$ cat config.mk
export PLATFORM = sky130hd
export DESIGN_NAME = hacd_axi_wr_ctrl
export DESIGN_NICKNAME = d
export VERILOG_FILES = /design/src/rtl/hacd_axi_pkg.sv /design/src/rtl/hacd_axi_wr_ctrl.sv
export SDC_FILE = /design/constraint.sdc
export NUM_CORES = 1
export LEC_CHECK = 0
export CAP_MARGIN = 20
export CORE_AREA = 2 2 266 268
export DETAILED_ROUTE_END_ITERATION = 10
export DIE_AREA = 0 0 268 270
export DONT_BUFFER_PORTS = 1
export SLEW_MARGIN = 40
export SYNTH_ARGS = -nofsm -noshare
export SYNTH_HDL_FRONTEND = slang
export SYNTH_SLANG_ARGS = --single-unit
$ cat constraint.sdc
create_clock -name clk -period 2.9 [get_ports clk]
set_input_delay 0.58 -clock clk [delete_from_list [all_inputs] [get_ports clk]]
set_output_delay 0.58 -clock clk [all_outputs]
set_load 0.01 [all_outputs]
$ cat src/rtl/hacd_axi_pkg.sv
package hacd_axi_pkg;

  // bus widths as seen by the compression engine
  localparam int axi_data_w = 256;
  localparam int axi_strb_w = axi_data_w / 8; // 32 byte lanes
  localparam int axi_id_w   = 6;
  localparam int axi_addr_w = 64;

  // a 64 byte line is two 256 bit beats, so bursts are 1 or 2 beats
  localparam int max_beats = 2;
  localparam int beat_w    = $clog2(max_beats);

  // byte address layout of a line
  localparam int beat_lsb = $clog2(axi_strb_w); // addr[5] picks the beat
  localparam int line_lsb = beat_lsb + beat_w;  // line index starts at addr[6]

  // line field of the internal write port, wide enough for any mem_lines
  localparam int mem_line_w = 16;

  localparam logic [1:0] axi_resp_okay = 2'b00; // only response ever sent

  typedef struct packed {
    logic                  valid;
    logic [axi_id_w-1:0]   id;
    logic [axi_addr_w-1:0] addr;
    logic [7:0]            len;   // beats minus one
  } axi_aw_t;

  typedef struct packed {
    logic                  valid;
    logic [axi_id_w-1:0]   id;
    logic [axi_addr_w-1:0] addr;
    logic [7:0]            len;
  } axi_ar_t;

  typedef struct packed {
    logic                  valid;
    logic [axi_data_w-1:0] data;
    logic [axi_strb_w-1:0] strb;
    logic                  last;
  } axi_w_t;

  typedef struct packed {
    logic                valid;
    logic [axi_id_w-1:0] id;
    logic [1:0]          resp;
  } axi_b_t;

  typedef struct packed {
    logic                  valid;
    logic [axi_id_w-1:0]   id;
    logic [axi_data_w-1:0] data;
    logic [1:0]            resp;
    logic                  last;
  } axi_r_t;

  // write port into the line storage
  typedef struct packed {
    logic                  en;
    logic [mem_line_w-1:0] line;
    logic [beat_w-1:0]     beat;
    logic [axi_data_w-1:0] data;
    logic [axi_strb_w-1:0] be;    // one bit per byte
  } mem_wr_t;

endpackage
$ cat src/rtl/hacd_axi_wr_ctrl.sv
`timescale 1ns/1ps

module hacd_axi_wr_ctrl
  import hacd_axi_pkg::*;
#(
  parameter int mem_lines = 64
) (
  input  logic                clk,
  input  logic                rst_n,
  input  axi_aw_t             aw,
  input  axi_w_t              w,
  input  logic                fifo_full,
  output logic                awready,
  output logic                wready,
  output mem_wr_t             wr,
  output logic                bid_push,
  output logic [axi_id_w-1:0] bid
);

  localparam int lw    = $clog2(mem_lines);
  localparam int cnt_w = $clog2(max_beats + 1);

  typedef enum logic {
    st_idle,
    st_data
  } wr_state_e;

  wr_state_e           state;
  logic [axi_id_w-1:0] cap_id;
  logic [lw-1:0]       cap_line;
  logic [cnt_w-1:0]    beats_left;  // beats still to come
  logic [beat_w-1:0]   cur_beat;
  logic                wready_q;

  logic aw_fire;
  logic w_fire;
  logic w_final;

  // no new address while a response slot is missing
  assign awready = (state == st_idle) && !fifo_full;
  assign wready  = wready_q;

  assign aw_fire = aw.valid && awready;
  assign w_fire  = w.valid && wready_q && (state == st_data);
  assign w_final = (beats_left == cnt_w'(1));

  // beat goes straight into memory on its handshake edge
  assign wr = '{en: w_fire, line: mem_line_w'(cap_line), beat: cur_beat,
                data: w.data, be: w.strb};

  assign bid_push = w_fire && w_final; // id queued with the last beat
  assign bid      = cap_id;

  always_ff @(posedge clk or negedge rst_n) begin
    if (!rst_n) begin
      state      <= st_idle;
      beats_left <= '0;
      cur_beat   <= '0;
      wready_q   <= 1'b1;
    end else begin
      case (state)
        st_idle: begin
          if (aw_fire) begin
            state      <= st_data;
            beats_left <= cnt_w'(aw.len) + cnt_w'(1);
            cur_beat   <= '0;
            wready_q   <= 1'b1;
          end
        end
        st_data: begin
          if (w_fire) begin
            beats_left <= beats_left - cnt_w'(1);
            cur_beat   <= cur_beat + 1'b1;
            if (w_final) begin
              state    <= st_idle;
              wready_q <= 1'b0; // back up at the next aw
            end
          end
        end
        default: state <= st_idle;
      endcase
    end
  end

  // id and line taken at the aw handshake
  always_ff @(posedge clk) begin
    if (aw_fire) begin
      cap_id   <= aw.id;
      cap_line <= aw.addr[line_lsb +: lw];
    end
  end

  // a burst never crosses the 64 byte line
  a_len_max: assert property (@(posedge clk) disable iff (!rst_n)
    aw_fire |-> aw.len <= 8'(max_beats - 1));

  // master wlast agrees with the len captured at aw
  a_wlast_cnt: assert property (@(posedge clk) disable iff (!rst_n)
    w_fire |-> (w.last == w_final));

endmodule

# == After elaboration in Yosys (flattened, before gate mapping) ==
# Index checks and enable logic that the tools add are counted.
# totals
input_bits,372
word_cells,36
out_inout_bits,315
reg_bits,17
# op_classes
mux,14
n_addsub,3
n_eq_ne,4
n_bitwise,1
n_reduce_logical,8
# op_table
op,n
1-bit 2-to-1 mux,8
1-bit case mux with 2 select lines,3
1-bit logical AND,5
2-bit 2-to-1 mux,2
2-bit by 1-bit != test with 1-bit output (second input constant),2
2-bit case mux with 2 select lines,1
3-bit AND reduction,1
2-bit by 1-bit adder with 2-bit output (second input constant),1
2-bit by 1-bit equality test with 1-bit output (second input constant),1
2-bit != test (second input constant),1
2-bit AND reduction,1
2-bit by 1-bit subtractor with 2-bit output (second input constant),1
1-bit adder (second input constant),1
1-bit zero test,1
1-bit NOT,1

# == Logic depth before layout (Yosys ltp) ==
# depth
ltp_word,5
mapped_depth,5
ltp_nobuf,5

# == Worst setup path after synthesis ==
# OpenSTA, ideal clock, no wires.
# synth_path
path_type,input to register
start,input port fifo_full
end,register cap_id[0] (netlist: bid[0]) (enable)
arrival_time_ns,1.253
path_stages,2
slack_ns,1.303
required_ns,2.556
path_cell_list,or3b_4 > inv_1
# synth_between
elab_chain_len,3
# synth_rtl
item,line,text
from (decl),hacd_axi_wr_ctrl.sv:12,"input logic fifo_full,"
1-bit zero test,hacd_axi_wr_ctrl.sv:40,assign awready = (state == st_idle) && !fifo_full;
1-bit logical AND,hacd_axi_wr_ctrl.sv:40,
1-bit logical AND,hacd_axi_wr_ctrl.sv:43,assign aw_fire = aw.valid && awready;
net aw_fire,hacd_axi_wr_ctrl.sv:35,logic aw_fire;
to (signal assigned),hacd_axi_wr_ctrl.sv:88,cap_id <= aw.id;
to (decl),hacd_axi_wr_ctrl.sv:29,logic [axi_id_w-1:0] cap_id;
# The timed path passes the listed nets, and every way through them passes these cells.
# A chain may end at the register's enable or synchronous reset.

==> metrics.cfg <==
[clock_network]
htree_levels=1
cts_hold_buf=0
insertion_delay_ns=0.24
cts-root-buf=clkbuf_16
cts_sinks=17
cts_tree=built
cts-buffers-inserted=3
post_cts_buffers=0
clockBufferDepth=2
clk_pin_slew_ns=0.05
ctsResizeCount=0

[synth]
yosys_warnings=0
ys_seq_area_frac=0.168
synth_seq_cells=17
syn_area_mm2=0.00289
synth_area_leaders=buf_4, edfxtp_1, dfrtp_1, dfstp_2, inv_1
synth.distinct_cells=18
synth_top_area_frac=0.779
synth_cells=342
yosys.area.top_type=buf_4
syn_area_per_cell_um2=8.45

[sta]
rsz0062_at_grt=false
finalSetupTns_ns=0
finClkSkew_ns=0.00194
finalCritPeriodShare=0.620
setup_viol=0
finalMaxSlewViolations=0
finalHoldViolCount=0
timing.fmax_mhz=556
period_minus_slack_ns=1.80

[floorplanning]
num_rows=97
coreArea_mm2=0.0695
ios=687
fp.dieW_um=268
die_h_um=270
dieArea_mm2=0.0724
initial_core_util=0.0416

[route]
routedWlPerCell_um=23.4
drtIter0Drc=24
dr.pass1.iters=4
drc_errors=0
antenna_left=0
num_vias=855
via_per_inst=0.859
drt_wl_total_um=23300

[placement]
gp_congestion=0.512
io_buffers=0
hpwl_um=22300
dpl-instance-area_mm2=0.00185

[global_route]
grt_pass1_wl_um=24500
grt_use_total=0.0601
use_met1=0.00446
grt_max_degree=13
antenna_found_initial=0
first_global_vias=970
grt-ovfl-total=0
use_met3=0.139
top_usage_layer=met3
grt_util_met2=0.0745

[final_layout]
multi_input_area_um2=168
final_util=0.0277
drive_gt1_frac=0.127
area.sequential_um2=487
n_fill_cell=8275
final_cell_area_mm2=0.00193
nets=429
syn_to_final_growth_pct=-33.3
n_antenna_cell=0

[worst_setup_path]
reg2reg_depth=2
crit_path_end_kind=output port
critPathMaxFanout=5
reg2reg_slack_ns=1.30
start_kind=flip-flop
cp.required_ns=2.32
r2r_end=bid[5]
r2r-start=state
crit_type=flip-flop to output port
arrival_ns=1.22

[pwr]
power_density_mw_per_mm2=401
peakVddDrop_uv=284
static-leakage-power_nw=0.333
finalPower_mw=0.774

[flow_run]
drv_cap=0

[hold_path]
hold_path_class=primary input to async pin

[run_status]
outcome=finished clean

## placed cells by master, fill, tap and decap left out, drive strengths merged
| cell | count |
|---|---|
| edfxtp | 12 |
| conb | 10 |
| inv | 5 |
| nand2 | 5 |
| dfrtp | 4 |
| clkbuf | 4 |
| o21ai | 3 |
| nor2 | 2 |
| nand3 | 2 |
| or3b | 1 |
| xnor2 | 1 |
| o221ai | 1 |
| a21oi | 1 |
| mux2i | 1 |
| mux2 | 1 |
| ha | 1 |
| dfstp | 1 |
## cell type report
| class | count | share of cell area |
|---|---|---|
| Tap cell | 940 | 0.610 |
| Sequential cell | 17 | 0.252 |
| Multi-Input combinational cell | 29 | 0.0870 |
| Clock buffer | 4 | 0.0409 |
| Inverter | 5 | 0.00973 |
## worst max-delay path by stage
stage | from | depth (start not counted) | endpoint | slack [ns]
after floorplan | fifo_full | 2 | bid[0] | 1.30
after detailed placement | fifo_full | 2 | bid[3] | 1.21
after CTS | wready | 2 | wr[305] | 1.09
final | wready | 2 | wr[305] | 1.10
after global routing | wready | 2 | wr[305] | 1.05
after global placement | fifo_full | 2 | bid[5] | 1.23
## report_power, final
group	leakage, nW	switching (mW)	total, mW	internal, mW
clock network	0.0382	0.0791	0.265	0.186
logic	0.127	0.0758	0.134	0.0582
registers	0.167	0.0553	0.375	0.320
total	0.333	0.210	0.774	0.564
## cell usage after synthesis
master	n
or3b_4	1
xnor2_1	1
mux2_4	1
nand2_1	4
buf_4	300
o21ai_0	3
dfstp_2	1
nand3_1	2
nand2_4	1
o221ai_1	1
edfxtp_1	12
ha_1	1
nor2_1	2
mux2i_1	1
dfrtp_1	4
inv_1	5
conb_1	1
a21oi_1	1
## cell families (layout without fill, tap and decap cells)
group / after synthesis / after routing / share of synthesized area
buffers and inverters: 305 / 9 / 0.785
DFF: 17 / 17 / 0.168
and+or+nand+nor: 10 / 10 / 0.0190
AOI/OAI and AO/OA: 5 / 5 / 0.00995
muxes: 2 / 2 / 0.00865
adders and majority gates: 1 / 1 / 0.00433
other: 1 / 10 / 0.00130
xor gates and xnor gates: 1 / 1 / 0.00303
## sequential cells by signal, indices dropped and copies added, names as in the netlist
signal / flops
wready: 1
beats_left: 2
cap_line: 6
state: 1
bid: 6
cur_beat: 1
## critical path, cell delays in order, from the launching register on
cell     delay, ns
dfstp_2       0.59
nand3_1       0.20
inv_1         0.18
## per-layer routing
metal	wire length, µm	share of wire	vias to the layer above
li1	-	-	162
met1	870	0.037	233
met2	8080	0.35	290
met3	11500	0.49	170
met4	2810	0.12	0
met5	0	0	-
## stage by stage
stage | instances | worst slack (ns) | hold slack (ns)
CTS | 995 | 1.09 | 0.0240
finish | 995 | 1.10 | 0.0280
detailed placement | 991 | 1.21 | 0.285
floorplan | 351 | 1.30 | 0.284
global placement | 991 | 1.23 | 0.285
global route | 995 | 1.05 | 0.0191
Note: power is estimated with default switching activity, not from simulation.
