## src/rtl/hacd_axi_pkg.sv

```systemverilog
package hacd_axi_pkg;

  // bus widths as seen by the compression engine
  localparam int axi_data_w = 256;
  localparam int axi_strb_w = axi_data_w / 8; // 32 byte lanes
  localparam int axi_id_w   = 6;
  localparam int axi_addr_w = 64;

  // a 64 byte line is two 256 bit beats, so bursts are 1 or 2 beats
  localparam int max_beats = 2;
  localparam int beat_w    = $clog2(max_beats);

  // byte address layout of a line
  localparam int beat_lsb = $clog2(axi_strb_w); // addr[5] picks the beat
  localparam int line_lsb = beat_lsb + beat_w;  // line index starts at addr[6]

  // line field of the internal write port, wide enough for any mem_lines
  localparam int mem_line_w = 16;

  localparam logic [1:0] axi_resp_okay = 2'b00; // only response ever sent

  typedef struct packed {
    logic                  valid;
    logic [axi_id_w-1:0]   id;
    logic [axi_addr_w-1:0] addr;
    logic [7:0]            len;   // beats minus one
  } axi_aw_t;

  typedef struct packed {
    logic                  valid;
    logic [axi_id_w-1:0]   id;
    logic [axi_addr_w-1:0] addr;
    logic [7:0]            len;
  } axi_ar_t;

  typedef struct packed {
    logic                  valid;
    logic [axi_data_w-1:0] data;
    logic [axi_strb_w-1:0] strb;
    logic                  last;
  } axi_w_t;

  typedef struct packed {
    logic                valid;
    logic [axi_id_w-1:0] id;
    logic [1:0]          resp;
  } axi_b_t;

  typedef struct packed {
    logic                  valid;
    logic [axi_id_w-1:0]   id;
    logic [axi_data_w-1:0] data;
    logic [1:0]            resp;
    logic                  last;
  } axi_r_t;

  // write port into the line storage
  typedef struct packed {
    logic                  en;
    logic [mem_line_w-1:0] line;
    logic [beat_w-1:0]     beat;
    logic [axi_data_w-1:0] data;
    logic [axi_strb_w-1:0] be;    // one bit per byte
  } mem_wr_t;

endpackage
```

## src/rtl/hacd_bresp_fifo.sv

```systemverilog
`timescale 1ns/1ps

module hacd_bresp_fifo
  import hacd_axi_pkg::*;
#(
  parameter int bresp_depth = 4
) (
  input  logic                clk,
  input  logic                rst_n,
  input  logic                push,
  input  logic [axi_id_w-1:0] push_id,
  input  logic                bready,
  output logic                full,
  output axi_b_t              b
);

  localparam int pw = (bresp_depth > 1) ? $clog2(bresp_depth) : 1;

  logic [axi_id_w-1:0] id_buf [bresp_depth];
  logic [pw-1:0]       wr_ptr;
  logic [pw-1:0]       rd_ptr;
  logic [pw:0]         count;   // 0 .. bresp_depth
  logic                pop;

  // wrap also for depths that are not a power of two
  function automatic logic [pw-1:0] ptr_inc(input logic [pw-1:0] p);
    return (p == pw'(bresp_depth - 1)) ? '0 : p + 1'b1;
  endfunction

  assign full = (count == (pw+1)'(bresp_depth));
  assign pop  = b.valid && bready;

  // head of queue is the pending response
  assign b = '{valid: (count != '0), id: id_buf[rd_ptr], resp: axi_resp_okay};

  always_ff @(posedge clk or negedge rst_n) begin
    if (!rst_n) begin
      wr_ptr <= '0;
      rd_ptr <= '0;
      count  <= '0;
    end else begin
      if (push) begin
        wr_ptr <= ptr_inc(wr_ptr);
      end
      if (pop) begin
        rd_ptr <= ptr_inc(rd_ptr);
      end
      case ({push, pop})
        2'b10:   count <= count + 1'b1;
        2'b01:   count <= count - 1'b1;
        default: count <= count; // both or neither
      endcase
    end
  end

  always_ff @(posedge clk) begin
    if (push) begin
      id_buf[wr_ptr] <= push_id;
    end
  end

  // write side holds awready low while full, so no push can land here
  a_no_push_full: assert property (@(posedge clk) disable iff (!rst_n)
    full |-> !push);

endmodule

```

## config.mk

```make
export PLATFORM = sky130hd
export DESIGN_NAME = hacd_bresp_fifo
export DESIGN_NICKNAME = d
export VERILOG_FILES = /design/src/rtl/hacd_axi_pkg.sv /design/src/rtl/hacd_bresp_fifo.sv
export SDC_FILE = /design/constraint.sdc
export NUM_CORES = 1
export LEC_CHECK = 0
export BUFFER_PORTS_ARGS = -buffer_cell sky130_fd_sc_hd__buf_4
export CORE_MARGIN = 3
export CORE_UTILIZATION = 40
export CTS_CLUSTER_DIAMETER = 100
export CTS_CLUSTER_SIZE = 16
export DETAILED_ROUTE_END_ITERATION = 8
export PLACE_DENSITY_LB_ADDON = 0.25
export REMOVE_ABC_BUFFERS = 1
export SLEW_MARGIN = 20
export SYNTH_ARGS = -nofsm -noshare
export SYNTH_HDL_FRONTEND = slang
export SYNTH_SLANG_ARGS = --single-unit
```

## constraint.sdc

```tcl
create_clock -name clk -period 2.1 [get_ports clk]
set_clock_uncertainty 0.1 [all_clocks]
set_input_delay 0.42 -clock clk [delete_from_list [all_inputs] [get_ports clk]]
set_output_delay 0.42 -clock clk [all_outputs]
set_load 0.005 [all_outputs]
```

Yosys cells after proc, flatten, opt, wreduce, memory -nomap -nowiden
Memory sizes are Yosys's and may differ from the RTL's.
Index checks and enable logic that the tools add are counted.
{ "word_totals": {"reg_bits": 7, "inputBits": 10, "memories": 1, "elab_cells": 21, "ram_bits": 24} }
{ "op_classes": {"mux": 5, "reduce_logical": 3, "addsub": 4, "eq_ne": 5} }
{ "memory_table": {"columns": ["name", "words", "word_bits", "rd", "rd_ports_with_merged_regs", "write_ports", "line", "rtl"], "rows": [
  ["id_buf", 4, 6, 1, 0, 1, "hacd_bresp_fifo.sv:19", "logic [axi_id_w-1:0] id_buf [bresp_depth];"]
]} }
{ "ops": {"columns": ["op", "count"], "rows": [
  ["equality test 2 bit (second input constant)", 3],
  ["case mux 3 bit (2 select lines)", 1],
  ["adder 2 x 1 -> 2 bit (second input constant)", 2],
  ["two-way mux 2 bit", 2],
  ["adder 3 x 1 -> 3 bit (second input constant)", 1],
  ["equality test 3 bit (second input constant)", 1],
  ["nonzero test 3 bit", 1],
  ["subtractor 3 x 1 -> 3 bit (second input constant)", 1],
  ["equality test 2 x 1 -> 1 bit (second input constant)", 1],
  ["two-way mux 1 bit", 2],
  ["nonzero test 2 bit", 1],
  ["logical AND 1 bit", 1]
]} }

Longest topological paths before layout
{ "logic_depth": {"depth_word": 4, "depth_mapped": 9} }

Worst setup path before layout
OpenSTA, ideal clock, no wires.
{ "synth_path": {"kind": "flip-flop to flip-flop", "startpoint": "register count[0]", "endpoint": "register count[2]", "stages_incl_launch_ff": 10, "t_arrival_ns": 1.637, "slack_ns": 0.238, "required_ns": 1.875, "n_path_buf": 0, "path_cell_list": "dfrtp_1 -> or3_4 -> nand2_4 -> inv_1 -> ha_1 -> inv_1 -> fa_1 -> xor2_1 -> nor2_1 -> xor2_1"} }
{ "synth_lines": {"columns": ["element", "line", "rtl"], "rows": [
  ["from (decl)", "hacd_bresp_fifo.sv:22", "logic [pw:0] count;"],
  ["from (signal assigned)", "hacd_bresp_fifo.sv:49", "2'b10: count <= count + 1'b1;"],
  ["from (signal assigned)", "hacd_bresp_fifo.sv:50", "2'b01: count <= count - 1'b1;"],
  ["from (signal assigned)", "hacd_bresp_fifo.sv:51", "default: count <= count;"]
]} }

==> results.sh <==
export IMPL_place_inst=133
export IMPL_grt_pass1_wl_mm=3.62
export IMPL_status="complete, no violations"
export IMPL_finalHoldViolCount=0
export IMPL_synth_edff_count=24
export IMPL_fin_nets=116
export IMPL_slowest_delay_ps=550
export IMPL_clk_latency_ps=330
export IMPL_final_cell_area_um2=1600
export IMPL_coreArea_um2=3100
export IMPL_synth_ff_type="edfxtp_1"
export IMPL_htree_levels=2
export IMPL_drive_gt1_share_pct=37.0
export IMPL_yosysTopAreaCell="edfxtp_1"
export IMPL_floorplan_initialDensity_pct=42.8
export IMPL_final_period_utilization_pct=97.2
export IMPL_fin_util_pct=51.5
export IMPL_worstPathCellList="mux4_2 > buf_6"
export IMPL_diodes=0
export IMPL_finalNonFillerCells=144
export IMPL_grt_max_degree=11
export IMPL_die_w_um=63.6
export IMPL_ys_ff_latch=31
export IMPL_cp_slowest_cell="mux4_2"
export IMPL_syn_area_per_cell_um2=17.7
export IMPL_grtUsageTotal_pct=12.6
export IMPL_dp_hpwl_mm=1.47
export IMPL_critPathLaunchType="register"
export IMPL_endpoint_kind="output port"
export IMPL_multi_input_area_um2=385
export IMPL_dieArea_um2=4050
export IMPL_seq_area_um2=897
export IMPL_synth_area_um2=1330
export IMPL_die_h_um=63.6
export IMPL_cts_path_max_buffers=2
export IMPL_fin_ws_ps=59.4
export IMPL_ys_seq_area_share_pct=67.5
export IMPL_avgRoutedWirePerCell_um=14.5
export IMPL_cts_root_buf="clkbuf_4"
export IMPL_rows=20
export IMPL_firstDrtPassIters=4
export IMPL_holdWs_ps=192
export IMPL_fin_crit_ps=2040
export IMPL_critical_path_arrival_ps=1520
export IMPL_drt_iter0_markers=18
export IMPL_cp_max_fo=8
export IMPL_hold_class="in2reg"
export IMPL_pre_cts_ws_ps=158
export IMPL_synth_top_cells_by_area="edfxtp_1 54%, dfrtp_1 13%, mux4_2 10%"
export IMPL_antenna_found_initial=0
export IMPL_area_growth_pct=20.5
export IMPL_async_reset_ff_share_pct=22.6
export IMPL_drcViolationCount=0
export IMPL_port_buffer_count=17
export IMPL_rsz0062_at_grt="true"
export IMPL_yosys_cell_count_top_type="edfxtp_1"
export IMPL_cts_sinks=31
export IMPL_yosysWarnings=0
export IMPL_max_freq_ghz=0.490
export IMPL_cts_buffers=5
export IMPL_fin_tns_setup_ps=0
export IMPL_routed_wl_mm=2.08
export IMPL_vias=656
export IMPL_clk_pin_slew_ps=100
export IMPL_synth_top_area_share_pct=54.3
export IMPL_grt_overflow=0
export IMPL_n_fill_cell=292
export IMPL_viasPerCell=4.56
export IMPL_setup_viol=0
export IMPL_io_pins=20
export IMPL_vdd_ir_drop_max_uv=518
export IMPL_place_area_um2=1490
export IMPL_place_congestion=0.714
export IMPL_synth_cells=75
export IMPL_p_leak_nw=0.642
export IMPL_first_global_vias=741
export IMPL_cap_violations=0
export IMPL_ant_nets=0
export IMPL_required_ps=1580
export IMPL_synth_cell_types=22
export IMPL_p_total_mw=2.00
export IMPL_slew_viol_final=0
export IMPL_path_class="reg2out"
export IMPL_power_density_nw_per_um2=1250
export IMPL_ys_top_cells_by_count="24 x edfxtp_1, 7 x dfrtp_1, 7 x inv_1"
export IMPL_cts_tree="yes"
==> worst paths after layout <==
kind | startpoint | to | slack, ps | cells past startpoint
min reg2reg | count[2] | count[2] | 420 | 1
min in group asynchronous | rst_n | count[1] | 340 | 2
max | rd_ptr[0] | b[2] | 60 | 2
min | push_id[3] | id_buf[0][3] | 190 | 1
max in group asynchronous | rst_n | rd_ptr[0] | 1420 | 2
max reg2reg | count[1] | count[2] | 140 | 9
==> layout make-up <==
class / count / share of cell area, %
inverter: 7 / 1.64
sequential: 31 / 56.1
timing repair buffer: 20 / 11.0
clock buffer: 7 / 3.44
tap: 44 / 3.44
clock inverter: 1 / 0.313
multi-input combinational: 34 / 24.1
==> registers in the layout, indices dropped and copies added (netlist names) <==
register and count:
count 3, wr_ptr 2, rd_ptr 2, id_buf 24
==> critical path, delay by kind of cell (launching register included) <==
family,cells,cell delay [ps]
buffers and inverters,1,130
flip-flops,1,520
multiplexers,1,550
==> cells by family after synthesis <==
family | count (synthesis) | share of synthesized area [%]
AOI/OAI and AO/OA | 2 | 0.754
xor gates and xnor gates | 3 | 1.98
DFF | 31 | 67.5
muxes | 9 | 13.2
adders and majority gates | 7 | 7.16
and+or+nand+nor | 11 | 5.37
buffers and inverters | 11 | 3.77
other | 1 | 0.282
==> where the power goes <==
part           total (mW)  leakage [nW]  switching [mW]  internal, mW
Sequential          0.936         0.302           0.120         0.816
Clock               0.352        0.0353           0.190         0.162
Combinational       0.713         0.304           0.269         0.444
==> layer usage <==
metal / global-route usage (%) / up-vias / wire length (um)
met5: 0 / - / 0
met4: 6.47 / 0 / 51
met3: 5.70 / 7 / 122
met2: 20.1 / 18 / 1060
met1: 14.1 / 317 / 853
li1: - / 314 / -
==> cells in the final DEF (no fill, tap or decap), drive strengths merged <==
cell and n:
and2 4, and3 1, buf 19, clkbuf 7, clkinv 1, conb 2
dfrtp 7, dlygate4sd3 1, edfxtp 24, fa 1, ha 6, inv 7
mux2 2, mux2i 1, mux4 6, nand2 2, nor2 2, o21ai 2
or3 2, xnor2 1, xor2 2
==> timing repair <==
action | CTS | global route
endpoints found under the hold margin | 7 | 0
setup endpoints to repair | 6 | 7
buffers inserted | 0 | 2
hold buffers | 1 | 0
gates resized for setup | 3 | 4
(Power assumes the default switching activity.)
