**config.mk**
```make
export PLATFORM = sky130hd
export DESIGN_NAME = hacd_table_inspect
export DESIGN_NICKNAME = d
export VERILOG_FILES = /design/src/rtl/hacd_table_pkg.sv /design/src/rtl/hacd_axi_pkg.sv /design/src/rtl/hacd_table_inspect.sv
export SDC_FILE = /design/constraint.sdc
export NUM_CORES = 1
export LEC_CHECK = 0
export ABC_AREA = 1
export BUFFER_PORTS_ARGS = -buffer_cell sky130_fd_sc_hd__buf_2
export CAP_MARGIN = 20
export CORE_AREA = 5 5 225 227
export CTS_BUF_LIST = sky130_fd_sc_hd__clkbuf_8
export DETAILED_ROUTE_END_ITERATION = 6
export DIE_AREA = 0 0 230 232
export RECOVER_POWER = 100
export SLEW_MARGIN = 20
export SYNTH_ARGS = -nofsm -noshare
export SYNTH_HDL_FRONTEND = slang
export SYNTH_SLANG_ARGS = --single-unit
```
**constraint.sdc**
```tcl
create_clock -name clk -period 10.7 [get_ports clk]
set_input_delay 0.535 -clock clk [delete_from_list [all_inputs] [get_ports clk]]
set_output_delay 0.535 -clock clk [all_outputs]
set_load 0.01 [all_outputs]
```
**src/rtl/hacd_table_pkg.sv**
```systemverilog
package hacd_table_pkg;

  // translation table entry, 4 per beat
  // bit layout msb first: zpd_cnt 63:57, way 56:2, sts 1:0
  typedef struct packed {
    logic [6:0]  zpd_cnt; // zero page count
    logic [54:0] way;
    logic [1:0]  sts;
  } att_entry_t;

  // free list entry, 2 per beat
  // rsvd 127:114, way 113:64, prev 63:32, next 31:0
  typedef struct packed {
    logic [13:0] rsvd;
    logic [49:0] way;
    logic [31:0] prev;    // list links are entry indices
    logic [31:0] next;
  } list_entry_t;

  localparam int att_per_beat  = 4;
  localparam int list_per_beat = 2;

  // one stored beat, read either as att entries or list entries
  // entry 0 sits in the low bits
  typedef union packed {
    att_entry_t  [att_per_beat-1:0]  att;
    list_entry_t [list_per_beat-1:0] lst;
  } table_beat_u;

  // which view of table_beat_u applies
  typedef enum logic [1:0] {
    region_none = 2'd0,
    region_att  = 2'd1,
    region_list = 2'd2
  } table_region_e;

  // region bases, byte addresses
  // att  [att_start, list_start)
  // list [list_start, ppa_start)
  localparam logic [63:0] hawk_att_start  = 64'h0000_0000_0000_0400;
  localparam logic [63:0] hawk_list_start = 64'h0000_0000_0000_0800;
  localparam logic [63:0] hawk_ppa_start  = 64'h0000_0000_0000_0c00; // pages beyond

endpackage

```
**src/rtl/hacd_axi_pkg.sv**
```systemverilog
package hacd_axi_pkg;

  // bus widths as seen by the compression engine
  localparam int axi_data_w = 256;
  localparam int axi_strb_w = axi_data_w / 8; // 32 byte lanes
  localparam int axi_id_w   = 6;
  localparam int axi_addr_w = 64;

  // a 64 byte line is two 256 bit beats, so bursts are 1 or 2 beats
  localparam int max_beats = 2;
  localparam int beat_w    = $clog2(max_beats);

  // byte address layout of a line
  localparam int beat_lsb = $clog2(axi_strb_w); // addr[5] picks the beat
  localparam int line_lsb = beat_lsb + beat_w;  // line index starts at addr[6]

  // line field of the internal write port, wide enough for any mem_lines
  localparam int mem_line_w = 16;

  localparam logic [1:0] axi_resp_okay = 2'b00; // only response ever sent

  typedef struct packed {
    logic                  valid;
    logic [axi_id_w-1:0]   id;
    logic [axi_addr_w-1:0] addr;
    logic [7:0]            len;   // beats minus one
  } axi_aw_t;

  typedef struct packed {
    logic                  valid;
    logic [axi_id_w-1:0]   id;
    logic [axi_addr_w-1:0] addr;
    logic [7:0]            len;
  } axi_ar_t;

  typedef struct packed {
    logic                  valid;
    logic [axi_data_w-1:0] data;
    logic [axi_strb_w-1:0] strb;
    logic                  last;
  } axi_w_t;

  typedef struct packed {
    logic                valid;
    logic [axi_id_w-1:0] id;
    logic [1:0]          resp;
  } axi_b_t;

  typedef struct packed {
    logic                  valid;
    logic [axi_id_w-1:0]   id;
    logic [axi_data_w-1:0] data;
    logic [1:0]            resp;
    logic                  last;
  } axi_r_t;

  // write port into the line storage
  typedef struct packed {
    logic                  en;
    logic [mem_line_w-1:0] line;
    logic [beat_w-1:0]     beat;
    logic [axi_data_w-1:0] data;
    logic [axi_strb_w-1:0] be;    // one bit per byte
  } mem_wr_t;

endpackage
```
**src/rtl/hacd_table_inspect.sv**
```systemverilog
`timescale 1ns/1ps

module hacd_table_inspect
  import hacd_axi_pkg::*;
  import hacd_table_pkg::*;
#(
  parameter int mem_lines = 64
) (
  input  logic                         clk,
  input  logic                         rst_n,
  input  logic                         inspect_req,
  input  logic [axi_addr_w-1:0]        inspect_addr,
  input  logic [axi_data_w-1:0]        rd_data,
  output logic                         rd_en,
  output logic [$clog2(mem_lines)-1:0] rd_line,
  output logic [beat_w-1:0]            rd_beat,
  output logic                         inspect_valid,
  output table_region_e                inspect_region,
  output table_beat_u                  inspect_beat
);

  localparam int lw = $clog2(mem_lines);

  table_region_e req_region;    // classified at request
  logic          req_q;         // fetch in progress
  table_region_e req_region_q;
  logic          valid_q;
  table_region_e region_q;
  table_beat_u   beat_q;

  // address against the region bases
  always_comb begin
    if (inspect_addr >= hawk_att_start && inspect_addr < hawk_list_start) begin
      req_region = region_att;
    end else if (inspect_addr >= hawk_list_start && inspect_addr < hawk_ppa_start) begin
      req_region = region_list;
    end else begin
      req_region = region_none; // outside table space, raw beat only
    end
  end

  // memory lookup starts on the request cycle itself
  assign rd_en   = inspect_req;
  assign rd_line = inspect_addr[line_lsb +: lw];
  assign rd_beat = inspect_addr[beat_lsb +: beat_w];

  assign inspect_valid  = valid_q;
  assign inspect_region = region_q;
  assign inspect_beat   = beat_q;

  always_ff @(posedge clk or negedge rst_n) begin
    if (!rst_n) begin
      req_q        <= 1'b0;
      req_region_q <= region_none;
      valid_q      <= 1'b0;
      region_q     <= region_none;
    end else begin
      req_q   <= inspect_req;
      valid_q <= req_q;             // single pulse, two cycles after req
      if (inspect_req) begin
        req_region_q <= req_region; // rides along with the fetch
      end
      if (req_q) begin
        region_q <= req_region_q;
      end
    end
  end

  // beat and region stay until the next result
  always_ff @(posedge clk) begin
    if (req_q) begin
      beat_q <= table_beat_u'(rd_data);
    end
  end

endmodule

```
---- Yosys cells after proc, flatten, opt, wreduce, memory -nomap -nowiden ----
Index checks and enable logic that the tools add are counted.
operators by class
  reductions and logical operators ........ 2
  muxes and demuxes ....................... 2
  magnitude comparators ................... 4
operators with widths
  operator                                                                               number
  64-bit by 12-bit less-than comparator with 1-bit output, second input constant         2
  64-bit by 11-bit greater-or-equal comparator with 1-bit output, second input constant  1
  64-bit by 12-bit greater-or-equal comparator with 1-bit output, second input constant  1
  2-bit two-way mux                                                                      2
  1-bit logical AND                                                                      2
word-level totals
  bits of input ports ..................... 323
  register bits after elaboration ......... 262
  output and inout port bits .............. 267

---- Logic depth before layout (Yosys ltp) ----
  word-level depth ........................ 4
  depth in mapped cells ................... 7
  mapped depth without buffers ............ 7

---- Worst setup path after synthesis ----
No wires, ideal clock.
  path kind ............................... register to register
  from .................................... register req_q
  to ...................................... register region_q[0] (netlist: inspect_region[0])
  period minus slack after synthesis ...... 6.464 ns
  path slack .............................. 4.236 ns
  library setup time ...................... 0.093 ns
  arrival time ............................ 6.371 ns
  cell stages (with the launch flop) ...... 2
  cell sequence ........................... dfrtp_1 > mux2_2
RTL lines
  what                    line                      RTL
  from (decl)             hacd_table_inspect.sv:25  logic req_q;
  from (signal assigned)  hacd_table_inspect.sv:58  req_q <= inspect_req;
  to (signal assigned)    hacd_table_inspect.sv:56  region_q <= region_none;
  to (signal assigned)    hacd_table_inspect.sv:64  region_q <= req_region_q;
  to (decl)               hacd_table_inspect.sv:28  table_region_e region_q;
No word-level cell between the ends.

---- Final worst setup path ----
  from .................................... register req_q
  to ...................................... register beat_q (netlist bit inspect_beat[198]) (enable)
RTL lines
  what                  line                      RTL
  to (signal assigned)  hacd_table_inspect.sv:72  beat_q <= table_beat_u'(rd_data);
  to (decl)             hacd_table_inspect.sv:29  table_beat_u beat_q;
No word-level cell between the ends.

==> results.yml <==
clocking:
  path_clk_slew_ns: 0.06
  clock-root-buffer: "clkbuf_8"
  cts.sinks: 262
  cts_resized: 0
  cts_tree: "done"
  post_cts_buffers: 0
  htree_levels: 2
  worstSkewPairLatency_ns: 0.60
  numCtsBuffers: 46
  postCtsHoldBufs: 1
  clockBufferDepth: 3
floorplan:
  design.die.area_mm2: 0.05336
  core_mm2: 0.04844
  fp.dieH_um: 232
  die_width_um: 230
  num_rows: 81
  start_util_pct: 16.88
  pin_count: 590
worst_hold_path:
  min_from: "rd_data[228]"
  hold_class: "in2reg"
  hold_depth: 1
setup_path:
  cp_max_fo: 76
  path_delay_family: "buffers and inverters"
  crit_chain: "clkbuf_1 > buf_4"
  cpMaxStageDelayCell: "clkbuf_1"
  regToRegStartpoint: "req_q"
  critPathKind: "reg2reg"
  crit_arrival_ns: 6.05
  cp-end-kind: "register"
  start_kind: "register"
  worst-r2r-cell-count: 2
  path_depth: 2
  crit_path_max_incr_delay_ns: 2.64
  crit_path_start: "req_q"
  required_ns: 10.92
  path_buf_inv: 2
grt:
  grt_util_all_layers_pct: 9.754
  grt_pass1_vias: 6066
  top_usage_layer: "met2"
  antenna_found_initial: 10
  grt.overflow.total: 0
  use_met1_pct: 9.790
  use_met3_pct: 5.319
  grt_pass1_wl_um: 38320
  met2_usage_pct: 16.87
  grt_max_degree: 77
sta:
  hold_violations: 0
  slew_headroom_pct: -157.1
  min_period_over_period_pct: 54.46
  worst_pin_slew_ns: 3.856
  period_minus_slack_ns: 5.827
  setup_violations: 0
  setup-tns-final_ns: 0
  drv_slew: 189
  max_freq_ghz: 0.1716
  rsz0062_at_grt: "false"
  finClkSkew_ns: 0.03183
outcome:
  status: "complete, but fails checks"
  violations: "capacitance limit, slew limit"
pwr:
  ir_drop_uv: 87.55
  powerDensity_mw_per_mm2: 181.2
  p_leak_nw: 4.651
drt:
  num_vias: 5589
  drt-pass1-iter-count: 4
  drt_iter0_markers: 175
  wl_per_cell_um: 17.55
  finalWirelength_um: 28310
  viasPerCell: 3.465
  drc: 0
  postRouteAntennaNets: 0
cells_and_area:
  area.growth.synth_to_final_pct: 50.30
  fin_util_pct: 25.37
  fillers: 5146
  drive_gt1_share_pct: 35.02
  final_common_cell: "clkbuf_1"
  layout.nets: 1277
  final_cell_mix: "clkbuf_1, buf_2, edfxtp_1"
yosys:
  ys_warn_count: 0
  syn_inst: 336
  ys_seq_area_share_pct: 95.85
  synth_area_mm2: 0.008177
  synth_cell_types: 12
  synth_seq_cells: 262
  synthesis.nets: 659
  avgSynthCellArea_um2: 24.34
placed_design:
  portBuffers: 574
  dp_hpwl_um: 22690
  gp_congestion: 0.8256
run:
  maxCapViolCount: 3
synth_stat cells:
cell,n,area [um2]
buf_4,8,60.06
dfrtp_1,6,150.1
edfxtp_1,256,7687
inv_1,2,7.510
mux2_2,2,22.52
nand2_1,21,78.83
nand2_2,1,6.260
nand3_1,2,10.01
nand3b_1,1,7.510
nand4_1,1,6.260
nor2_1,34,127.6
nor2_2,2,12.51
registers in the layout, indices dropped and copies added, names as in the netlist:
| signal | count |
|---|---|
| req_q | 1 |
| inspect_region | 2 |
| inspect_beat | 256 |
| req_region_q | 2 |
| inspect_valid | 1 |
per-stage QoR:
step / total power (W) / area [um2] / cells / setup WS, ns / hold WS [ns]
after floorplan: 0.001285 / 8177 / 336 / 4.236 / 0.2394
final: 0.002227 / 12290 / 1613 / 4.873 / 0.1045
after global routing: 0.002346 / 12280 / 1611 / 4.255 / 0.03686
after detailed placement: 0.001402 / 11790 / 1527 / 7.690 / 0.3706
after global placement: 0.001397 / 11790 / 1527 / 7.741 / 0.3682
after CTS: 0.002297 / 12660 / 1610 / 7.706 / 0.005301
where the power goes:
group	total [W]	internal [W]	leakage, nW	switching, W
clock network	0.000863	0.000453	0.479	0.000410
logic	0.000151	0.0000599	1.59	0.0000907
registers	0.00121	0.00119	2.58	0.0000194
total	0.00223	0.00171	4.65	0.000520
per-layer routing:
layer | vias up | part of all wire, %
li1 | 2540 | -
met1 | 2583 | 35
met2 | 387 | 49
met3 | 69 | 13
met4 | 10 | 3.1
met5 | - | 0.24
worst reg2reg max path, delay by kind of cell (launching register included):
family / cells / cell delay [ns]
flip-flops: 1 / 1.70
buffers and inverters: 2 / 3.70
path summary, 6_finish.rpt:
| path | endpoint | slack [ns] |
|---|---|---|
| worst max-delay path | inspect_beat[198] | 4.87 |
| worst min-delay path | inspect_beat[228] | 0.10 |
| worst max register to register | inspect_beat[198] | 4.87 |
| worst min register to register | req_region_q[1] | 0.47 |
| max in group asynchronous | req_region_q[0] | 10.08 |
| min in group asynchronous | inspect_valid | 0.37 |
kinds of logic after synthesis:
group | Yosys count | share of synthesized area [%]
muxes | 2 | 0.2754
DFF | 262 | 95.85
buffers and inverters | 10 | 0.8264
and+or+nand+nor | 62 | 3.045
final cells by class:
type / instances / area (um2) / share of cell area [%]
tap: 622 / 778.2 / 6.333
timing repair buffer: 578 / 2535 / 20.63
clock buffer: 46 / 633.1 / 5.152
inverter: 2 / 7.507 / 0.06109
multi-input combinational: 64 / 269.0 / 2.189
clock inverter: 36 / 221.5 / 1.802
antenna: 3 / 7.507 / 0.06109
sequential: 262 / 7838 / 63.78
(Power assumes the default switching activity.)
