`src/rtl/hacd_axi_pkg.sv`:
```
package hacd_axi_pkg;

  // bus widths as seen by the compression engine
  localparam int axi_data_w = 256;
  localparam int axi_strb_w = axi_data_w / 8; // 32 byte lanes
  localparam int axi_id_w   = 6;
  localparam int axi_addr_w = 64;

  // a 64 byte line is two 256 bit beats, so bursts are 1 or 2 beats
  localparam int max_beats = 2;
  localparam int beat_w    = $clog2(max_beats);

  // byte address layout of a line
  localparam int beat_lsb = $clog2(axi_strb_w); // addr[5] picks the beat
  localparam int line_lsb = beat_lsb + beat_w;  // line index starts at addr[6]

  // line field of the internal write port, wide enough for any mem_lines
  localparam int mem_line_w = 16;

  localparam logic [1:0] axi_resp_okay = 2'b00; // only response ever sent

  typedef struct packed {
    logic                  valid;
    logic [axi_id_w-1:0]   id;
    logic [axi_addr_w-1:0] addr;
    logic [7:0]            len;   // beats minus one
  } axi_aw_t;

  typedef struct packed {
    logic                  valid;
    logic [axi_id_w-1:0]   id;
    logic [axi_addr_w-1:0] addr;
    logic [7:0]            len;
  } axi_ar_t;

  typedef struct packed {
    logic                  valid;
    logic [axi_data_w-1:0] data;
    logic [axi_strb_w-1:0] strb;
    logic                  last;
  } axi_w_t;

  typedef struct packed {
    logic                valid;
    logic [axi_id_w-1:0] id;
    logic [1:0]          resp;
  } axi_b_t;

  typedef struct packed {
    logic                  valid;
    logic [axi_id_w-1:0]   id;
    logic [axi_data_w-1:0] data;
    logic [1:0]            resp;
    logic                  last;
  } axi_r_t;

  // write port into the line storage
  typedef struct packed {
    logic                  en;
    logic [mem_line_w-1:0] line;
    logic [beat_w-1:0]     beat;
    logic [axi_data_w-1:0] data;
    logic [axi_strb_w-1:0] be;    // one bit per byte
  } mem_wr_t;

endpackage
```
`src/rtl/hacd_axi_rd_ctrl.sv`:
```
`timescale 1ns/1ps

module hacd_axi_rd_ctrl
  import hacd_axi_pkg::*;
#(
  parameter int mem_lines = 64
) (
  input  logic                         clk,
  input  logic                         rst_n,
  input  axi_ar_t                      ar,
  input  logic                         rready,
  input  logic [axi_data_w-1:0]        rd_data,
  output logic                         arready,
  output logic                         rd_en,
  output logic [$clog2(mem_lines)-1:0] rd_line,
  output logic [beat_w-1:0]            rd_beat,
  output axi_r_t                       r
);

  localparam int lw    = $clog2(mem_lines);
  localparam int cnt_w = $clog2(max_beats + 1);

  typedef enum logic [1:0] {
    st_idle,
    st_fetch,
    st_hold
  } rd_state_e;

  rd_state_e             state;
  logic                  fetch_wait;  // memory data lands next cycle
  logic [axi_id_w-1:0]   cap_id;
  logic [lw-1:0]         cap_line;
  logic [beat_w-1:0]     cur_beat;
  logic [cnt_w-1:0]      beats_left;
  logic                  r_valid_q;
  logic                  r_last_q;
  logic [axi_id_w-1:0]   r_id_q;
  logic [axi_data_w-1:0] r_data_q;
  logic                  load;

  assign arready = (state == st_idle); // one read in flight
  assign rd_en   = (state == st_fetch) && !fetch_wait;
  assign rd_line = cap_line;
  assign rd_beat = cur_beat;
  assign load    = (state == st_fetch) && fetch_wait;

  assign r = '{valid: r_valid_q, id: r_id_q, data: r_data_q,
               resp: axi_resp_okay, last: r_last_q};

  always_ff @(posedge clk or negedge rst_n) begin
    if (!rst_n) begin
      state      <= st_idle;
      fetch_wait <= 1'b0;
      cur_beat   <= '0;
      beats_left <= '0;
      r_valid_q  <= 1'b0;
      r_last_q   <= 1'b0;
    end else begin
      fetch_wait <= rd_en;
      case (state)
        st_idle: begin
          if (ar.valid) begin
            state      <= st_fetch;
            cur_beat   <= '0;
            beats_left <= cnt_w'(ar.len) + cnt_w'(1);
          end
        end
        st_fetch: begin
          if (load) begin
            state     <= st_hold;
            r_valid_q <= 1'b1;
            r_last_q  <= (beats_left == cnt_w'(1));
          end
        end
        st_hold: begin
          if (rready) begin         // beat taken
            r_valid_q <= 1'b0;
            r_last_q  <= 1'b0;
            if (beats_left == cnt_w'(1)) begin
              state <= st_idle;
            end else begin
              state      <= st_fetch;  // next beat, two cycles out
              cur_beat   <= cur_beat + 1'b1;
              beats_left <= beats_left - cnt_w'(1);
            end
          end
        end
        default: state <= st_idle;
      endcase
    end
  end

  // payload regs, only move on capture or load
  always_ff @(posedge clk) begin
    if (arready && ar.valid) begin
      cap_id   <= ar.id;
      cap_line <= ar.addr[line_lsb +: lw];
    end
    if (load) begin
      r_id_q   <= cap_id;
      r_data_q <= rd_data;
    end
  end

  // no payload change under back-pressure
  a_r_hold: assert property (@(posedge clk) disable iff (!rst_n)
    r.valid && !rready |=> $stable(r));

endmodule

```
`config.mk`:
```
export PLATFORM = sky130hd
export DESIGN_NAME = hacd_axi_rd_ctrl
export DESIGN_NICKNAME = d
export VERILOG_FILES = /design/src/rtl/hacd_axi_pkg.sv /design/src/rtl/hacd_axi_rd_ctrl.sv
export SDC_FILE = /design/constraint.sdc
export NUM_CORES = 1
export LEC_CHECK = 0
export CELL_PAD_IN_SITES_DETAIL_PLACEMENT = 2
export CELL_PAD_IN_SITES_GLOBAL_PLACEMENT = 2
export CORE_AREA = 2 2 240 242
export CTS_CLUSTER_DIAMETER = 50
export DETAILED_ROUTE_END_ITERATION = 10
export DIE_AREA = 0 0 242 244
export DONT_BUFFER_PORTS = 1
export PLACE_DENSITY = 0.39
export SLEW_MARGIN = 20
export SYNTH_ARGS = -nofsm -noshare
export SYNTH_HDL_FRONTEND = slang
export SYNTH_SLANG_ARGS = --single-unit
```
`constraint.sdc`:
```
create_clock -name clk -period 7.3 [get_ports clk]
set_input_delay 1.825 -clock clk [delete_from_list [all_inputs] [get_ports clk]]
set_output_delay 1.825 -clock clk [all_outputs]
set_load 0.02 [all_outputs]
```
# --- Yosys cells after proc, flatten, opt, wreduce, memory -nomap -nowiden ---
# Cells that the tools add are included.
totals:
  elab_cells: 48
  output_inout_bits: 275
  input_bits: 338
  reg_bits: 282
classes:
  n_mux: 18
  n_addsub: 3
  reduce_logical: 10
  eq_ne: 7
op_table:
  columns: ["cell", "n"]
  rows:
  - ["2-to-1 mux 2 bit", 6]
  - ["!= test 2 bit (second input constant)", 4]
  - ["2-to-1 mux 1 bit", 7]
  - ["one-hot mux 1 bit (2 select lines)", 3]
  - ["one-hot mux 2 bit (3 select lines)", 1]
  - ["AND reduction 3 bit", 2]
  - ["equality test 2 x 1 -> 1 bit (second input constant)", 2]
  - ["one-hot mux 2 bit (2 select lines)", 1]
  - ["AND reduction 4 bit", 1]
  - ["nonzero test 2 bit", 2]
  - ["logical AND 1 bit", 3]
  - ["adder 2 x 1 -> 2 bit (second input constant)", 1]
  - ["equality test 2 bit (second input constant)", 1]
  - ["zero test 2 bit", 1]
  - ["subtractor 2 x 1 -> 2 bit (second input constant)", 1]
  - ["adder 1 bit (second input constant)", 1]
  - ["zero test 1 bit", 1]

# --- Longest topological paths before layout ---
depth:
  depth_word: 4
  depth_mapped: 5

# --- Least setup slack after synthesis ---
# OpenSTA, ideal clock, no wires.
synth_path:
  path_kind: "reg-to-reg"
  from: "register state[1]"
  to: "register r_data_q[0] (enable)"
  slack_ns: 0.948
  path_stages_with_launch: 4
  period_less_slack_ns: 6.352
  t_required_ns: 6.688
  arrival_time_ns: 5.739
  path_buffers: 1
  cell_sequence: "dfrtp_1 -> buf_6 -> nand3b_1 -> inv_1"
synth_via:
  elab_chain_len: 2
synth_lines:
  columns: ["item", "line_no", "text"]
  rows:
  - ["from (decl)", "hacd_axi_rd_ctrl.sv:29", "rd_state_e state;"]
  - ["from (signal assigned)", "hacd_axi_rd_ctrl.sv:52", "state <= st_idle;"]
  - ["from (signal assigned)", "hacd_axi_rd_ctrl.sv:63", "state <= st_fetch;"]
  - ["from (signal assigned)", "hacd_axi_rd_ctrl.sv:70", "state <= st_hold;"]
  - ["equality test 2 x 1 -> 1 bit", "hacd_axi_rd_ctrl.sv:45", "assign load = (state == st_fetch) && fetch_wait;"]
  - ["logical AND 1 bit", "hacd_axi_rd_ctrl.sv:45", null]
  - ["net load", "hacd_axi_rd_ctrl.sv:39", "logic load;"]
  - ["to (signal assigned)", "hacd_axi_rd_ctrl.sv:101", "r_data_q <= rd_data;"]
  - ["to (decl)", "hacd_axi_rd_ctrl.sv:38", "logic [axi_data_w-1:0] r_data_q;"]
# The timed path passes the listed nets, and every way through them passes these cells.
# A chain may end at the register's enable or synchronous reset.

# --- Worst setup path after layout ---
layout_path:
  from: "register state[0]"
  to: "output port rd_en"
layout_via:
  elab_chain_len: 2
layout_lines:
  columns: ["item", "line_no", "text"]
  rows:
  - ["equality test 2 x 1 -> 1 bit", "hacd_axi_rd_ctrl.sv:42", "assign rd_en = (state == st_fetch) && !fetch_wait;"]
  - ["logical AND 1 bit", "hacd_axi_rd_ctrl.sv:42", null]
  - ["to (decl)", "hacd_axi_rd_ctrl.sv:14", "output logic rd_en,"]
# No other way between the ends.

==> summary.txt <==
Placement
  – Pre-CTS setup slack: 4380 ps
  – Port bufs: 0
  – Dpl cells: 1070
  – Placer Congestion: 0.770
  – DP Area: 0.00962 mm^2
  – Post-DP HPWL: 17.1 mm

Floorplanning
  – Row cnt: 87
  – Top-Level Pins: around 610
  – Full die area: 0.0590 mm^2
  – Starting density of the core: 15.5%
  – Die X: approximately 240 um
  – Die H: 244 um
  – CORE AREA: 0.0562 mm^2

Job
  – Max-Cap Viols: 0

Synth
  – Yosys top cell by area: edfxtp_1
  – Synth unique cells: 26
  – Synth top area share: 94.6%
  – Sequential fraction of the synthesis area: 96.9%
  – Synth top area cells: edfxtp_1, dfrtp_1, buf_4
  – FF+latch count, synth: 282
  – Synthesized area per cell: 27.3 um^2
  – Synthesized area: 0.00869 mm^2
  – Synthesized netlist cell count: ~320
  – Syn. warnings: 0

Clock tree
  – Root Buffer: clkbuf_16
  – CTS Sinks: 282
  – Clk pin slew, worst setup/hold paths: around 50 ps
  – Worst-skew pair later-pin latency: ~540 ps
  – CTS Buf Count: 38
  – TritonCTS clock tree: done
  – H-tree depth: 2
  – Post-CTS setup buffers: 0
  – Post-CTS sizing: 0
  – Longest Clk Path Bufs: 3
  – Hold buffers post-CTS: 0

Detailed routing
  – Top Metal Used: met5
  – Remaining DRCs: 0
  – Drt via density: 2.95
  – WL met3: 2.79 mm
  – Starting DRT DRC Count: 136
  – Met1 Wirelength: 6.46 mm
  – Routed Antenna Nets: 0
  – Wire per inst: 20.1 um
  – Total wire length: 22.9 mm
  – Via count: 3361
  – Met2 routed WL: around 13 mm
  – Initial DRT Pass Iterations: 4

Cells and area
  – Multi-input logic area: 203 um^2
  – Synthesis-to-finish area growth: 25.0%
  – Fill cells: 6041
  – Most common cell after layout, fill and taps aside: edfxtp_1
  – Layout cells sized above 1: 17.1%
  – Commonest non-fill, non-tap cells in the layout: edfxtp_1, clkbuf_16, dfrtp_1
  – Sequential standard cell area: 0.00843 mm^2
  – Design area: 0.0109 mm^2
  – Fin nets: ~690
  – Non-Filler Instances: 1138

Global route
  – Largest net degree at the start of global routing: 137
  – Congestion Overflow GR: 0
  – Initial antenna violation count: 2
  – Global-route wire length before repair: about 30 mm
  – Vias in the first global route: 3614
  – Total Routing Usage GR: 7.28%

Worst setup path
  – Data arrival, critical path: around 1600 ps
  – Worst Setup End Kind: output pin
  – Setup CP Type: reg2out
  – Slowest CP cell: nor3b_2
  – Critical-path cell list: nor3b_2
  – Reg2reg setup slack: 4690 ps
  – Worst path bufs/invs: 0
  – Largest delay share family, worst path: simple AND/OR/NAND/NOR gates
  – Delay of the slowest cell on the worst path: 560 ps
  – CP startpoint kind: flip-flop
  – Req. time, crit path: approximately 5500 ps
  – Worst-path fanout max: 10

STA
  – Final setup viols: 0
  – Slew Limit Headroom: 34.1%
  – Fmax achieved: 0.290 GHz
  – Setup Total Neg Slack: 0 ps
  – Hold Violations, Final: 0
  – Slew @ Worst Pin: around 990 ps
  – Tcrit/Tclk final: 47.2%
  – Clk_skew: around 19 ps
  – Final Critical Period: 3450 ps
  – Max Slew Vio Count: 0
  – Final worst setup slack: 3850 ps
  – RSZ-0062 raised after global routing: no

Status
  – Outcome: finished clean

Power
  – P per Cell Area: 451 mW/mm^2
  – PnR Total Power: 0.00490 W
  – Max rail drop VDD: 182 uV
  – Leak pwr: 3.32 nW

Worst hold path
  – Hold WC Path Type: reg2reg
## synth_stat cells, drive strengths merged
master and instances:
o31ai 2, and4bb 1, edfxtp 274, xor2 1, nor2 2, nand2 4, o221ai 1, buf 6
nor2b 1, nand3b 1, or3 1, nor3b 2, conb 1, a31oi 1, o22ai 1, dfrtp 8
o32a 1, mux2i 1, inv 4, a22oi 1, a21oi 1, and4b 1, o21ai 1, ha 1
## worst register-to-register path: stages (launching register included)
cell and delay, ps:
dfrtp_1 510, nand3b_1 370, inv_8 600, buf_12 570
## flip-flops by register name, summed over array words and instances (netlist names)
register / count
r_valid_q: 1
rd_line: 6
cap_id: 6
r_data_q: 256
fetch_wait: 1
r_id_q: 6
beats_left: 2
state: 2
rd_beat: 1
r_last_q: 1
## per-layer routing
metal,global-route usage (%),vias to the layer above
li1,-,1358
met1,5.88,1646
met2,13.6,296
met3,4.64,57
met4,3.32,4
met5,0,-
## per-stage QoR
stage / utilization (%) / hold WS, ps
after detailed placement: 17.1 / 416
after global placement: 17.1 / 412
after global routing: 19.4 / 433
after CTS: 19.4 / 419
final: 19.4 / 418
after floorplan: - / 400
## final timing paths
check	startpoint	to	cells past startpoint
max in group asynchronous	rst_n	beats_left[0]	0
min	cap_id[0]	r_id_q[0]	0
min in group asynchronous	rst_n	fetch_wait	0
max	state[0]	rd_en	1
min reg2reg	cap_id[0]	r_id_q[0]	0
max reg2reg	state[1]	r_data_q[2]	3
## cell type report
class | instances | area share, %
Antenna cell | 1 | 0.0230
Clock buffer | 43 | 9.11
Clock inverter | 24 | 2.38
Inverter | 4 | 0.207
Multi-Input combinational cell | 27 | 1.86
Sequential cell | 282 | 77.5
Tap cell | 756 | 8.70
Timing Repair Buffer | 1 | 0.184
## logic make-up after synthesis
| family | synth area share (%) |
|---|---|
| flip-flops | 96.9 |
| AND/OR/NAND/NOR | 1.15 |
| buffers and inverters | 0.777 |
| AO/OA/AOI/OAI | 0.734 |
| adder cells (fa/ha/maj) | 0.144 |
| other | 0.0431 |
| XOR/XNOR | 0.101 |
| multiplexers | 0.115 |
## report_power, final
part,switching (W),internal (W),total (W)
Clock,0.000706,0.00110,0.00181
Sequential,0.000545,0.00226,0.00280
Combinational,0.000244,0.0000444,0.000288
Note: power is estimated with default switching activity, not from simulation.
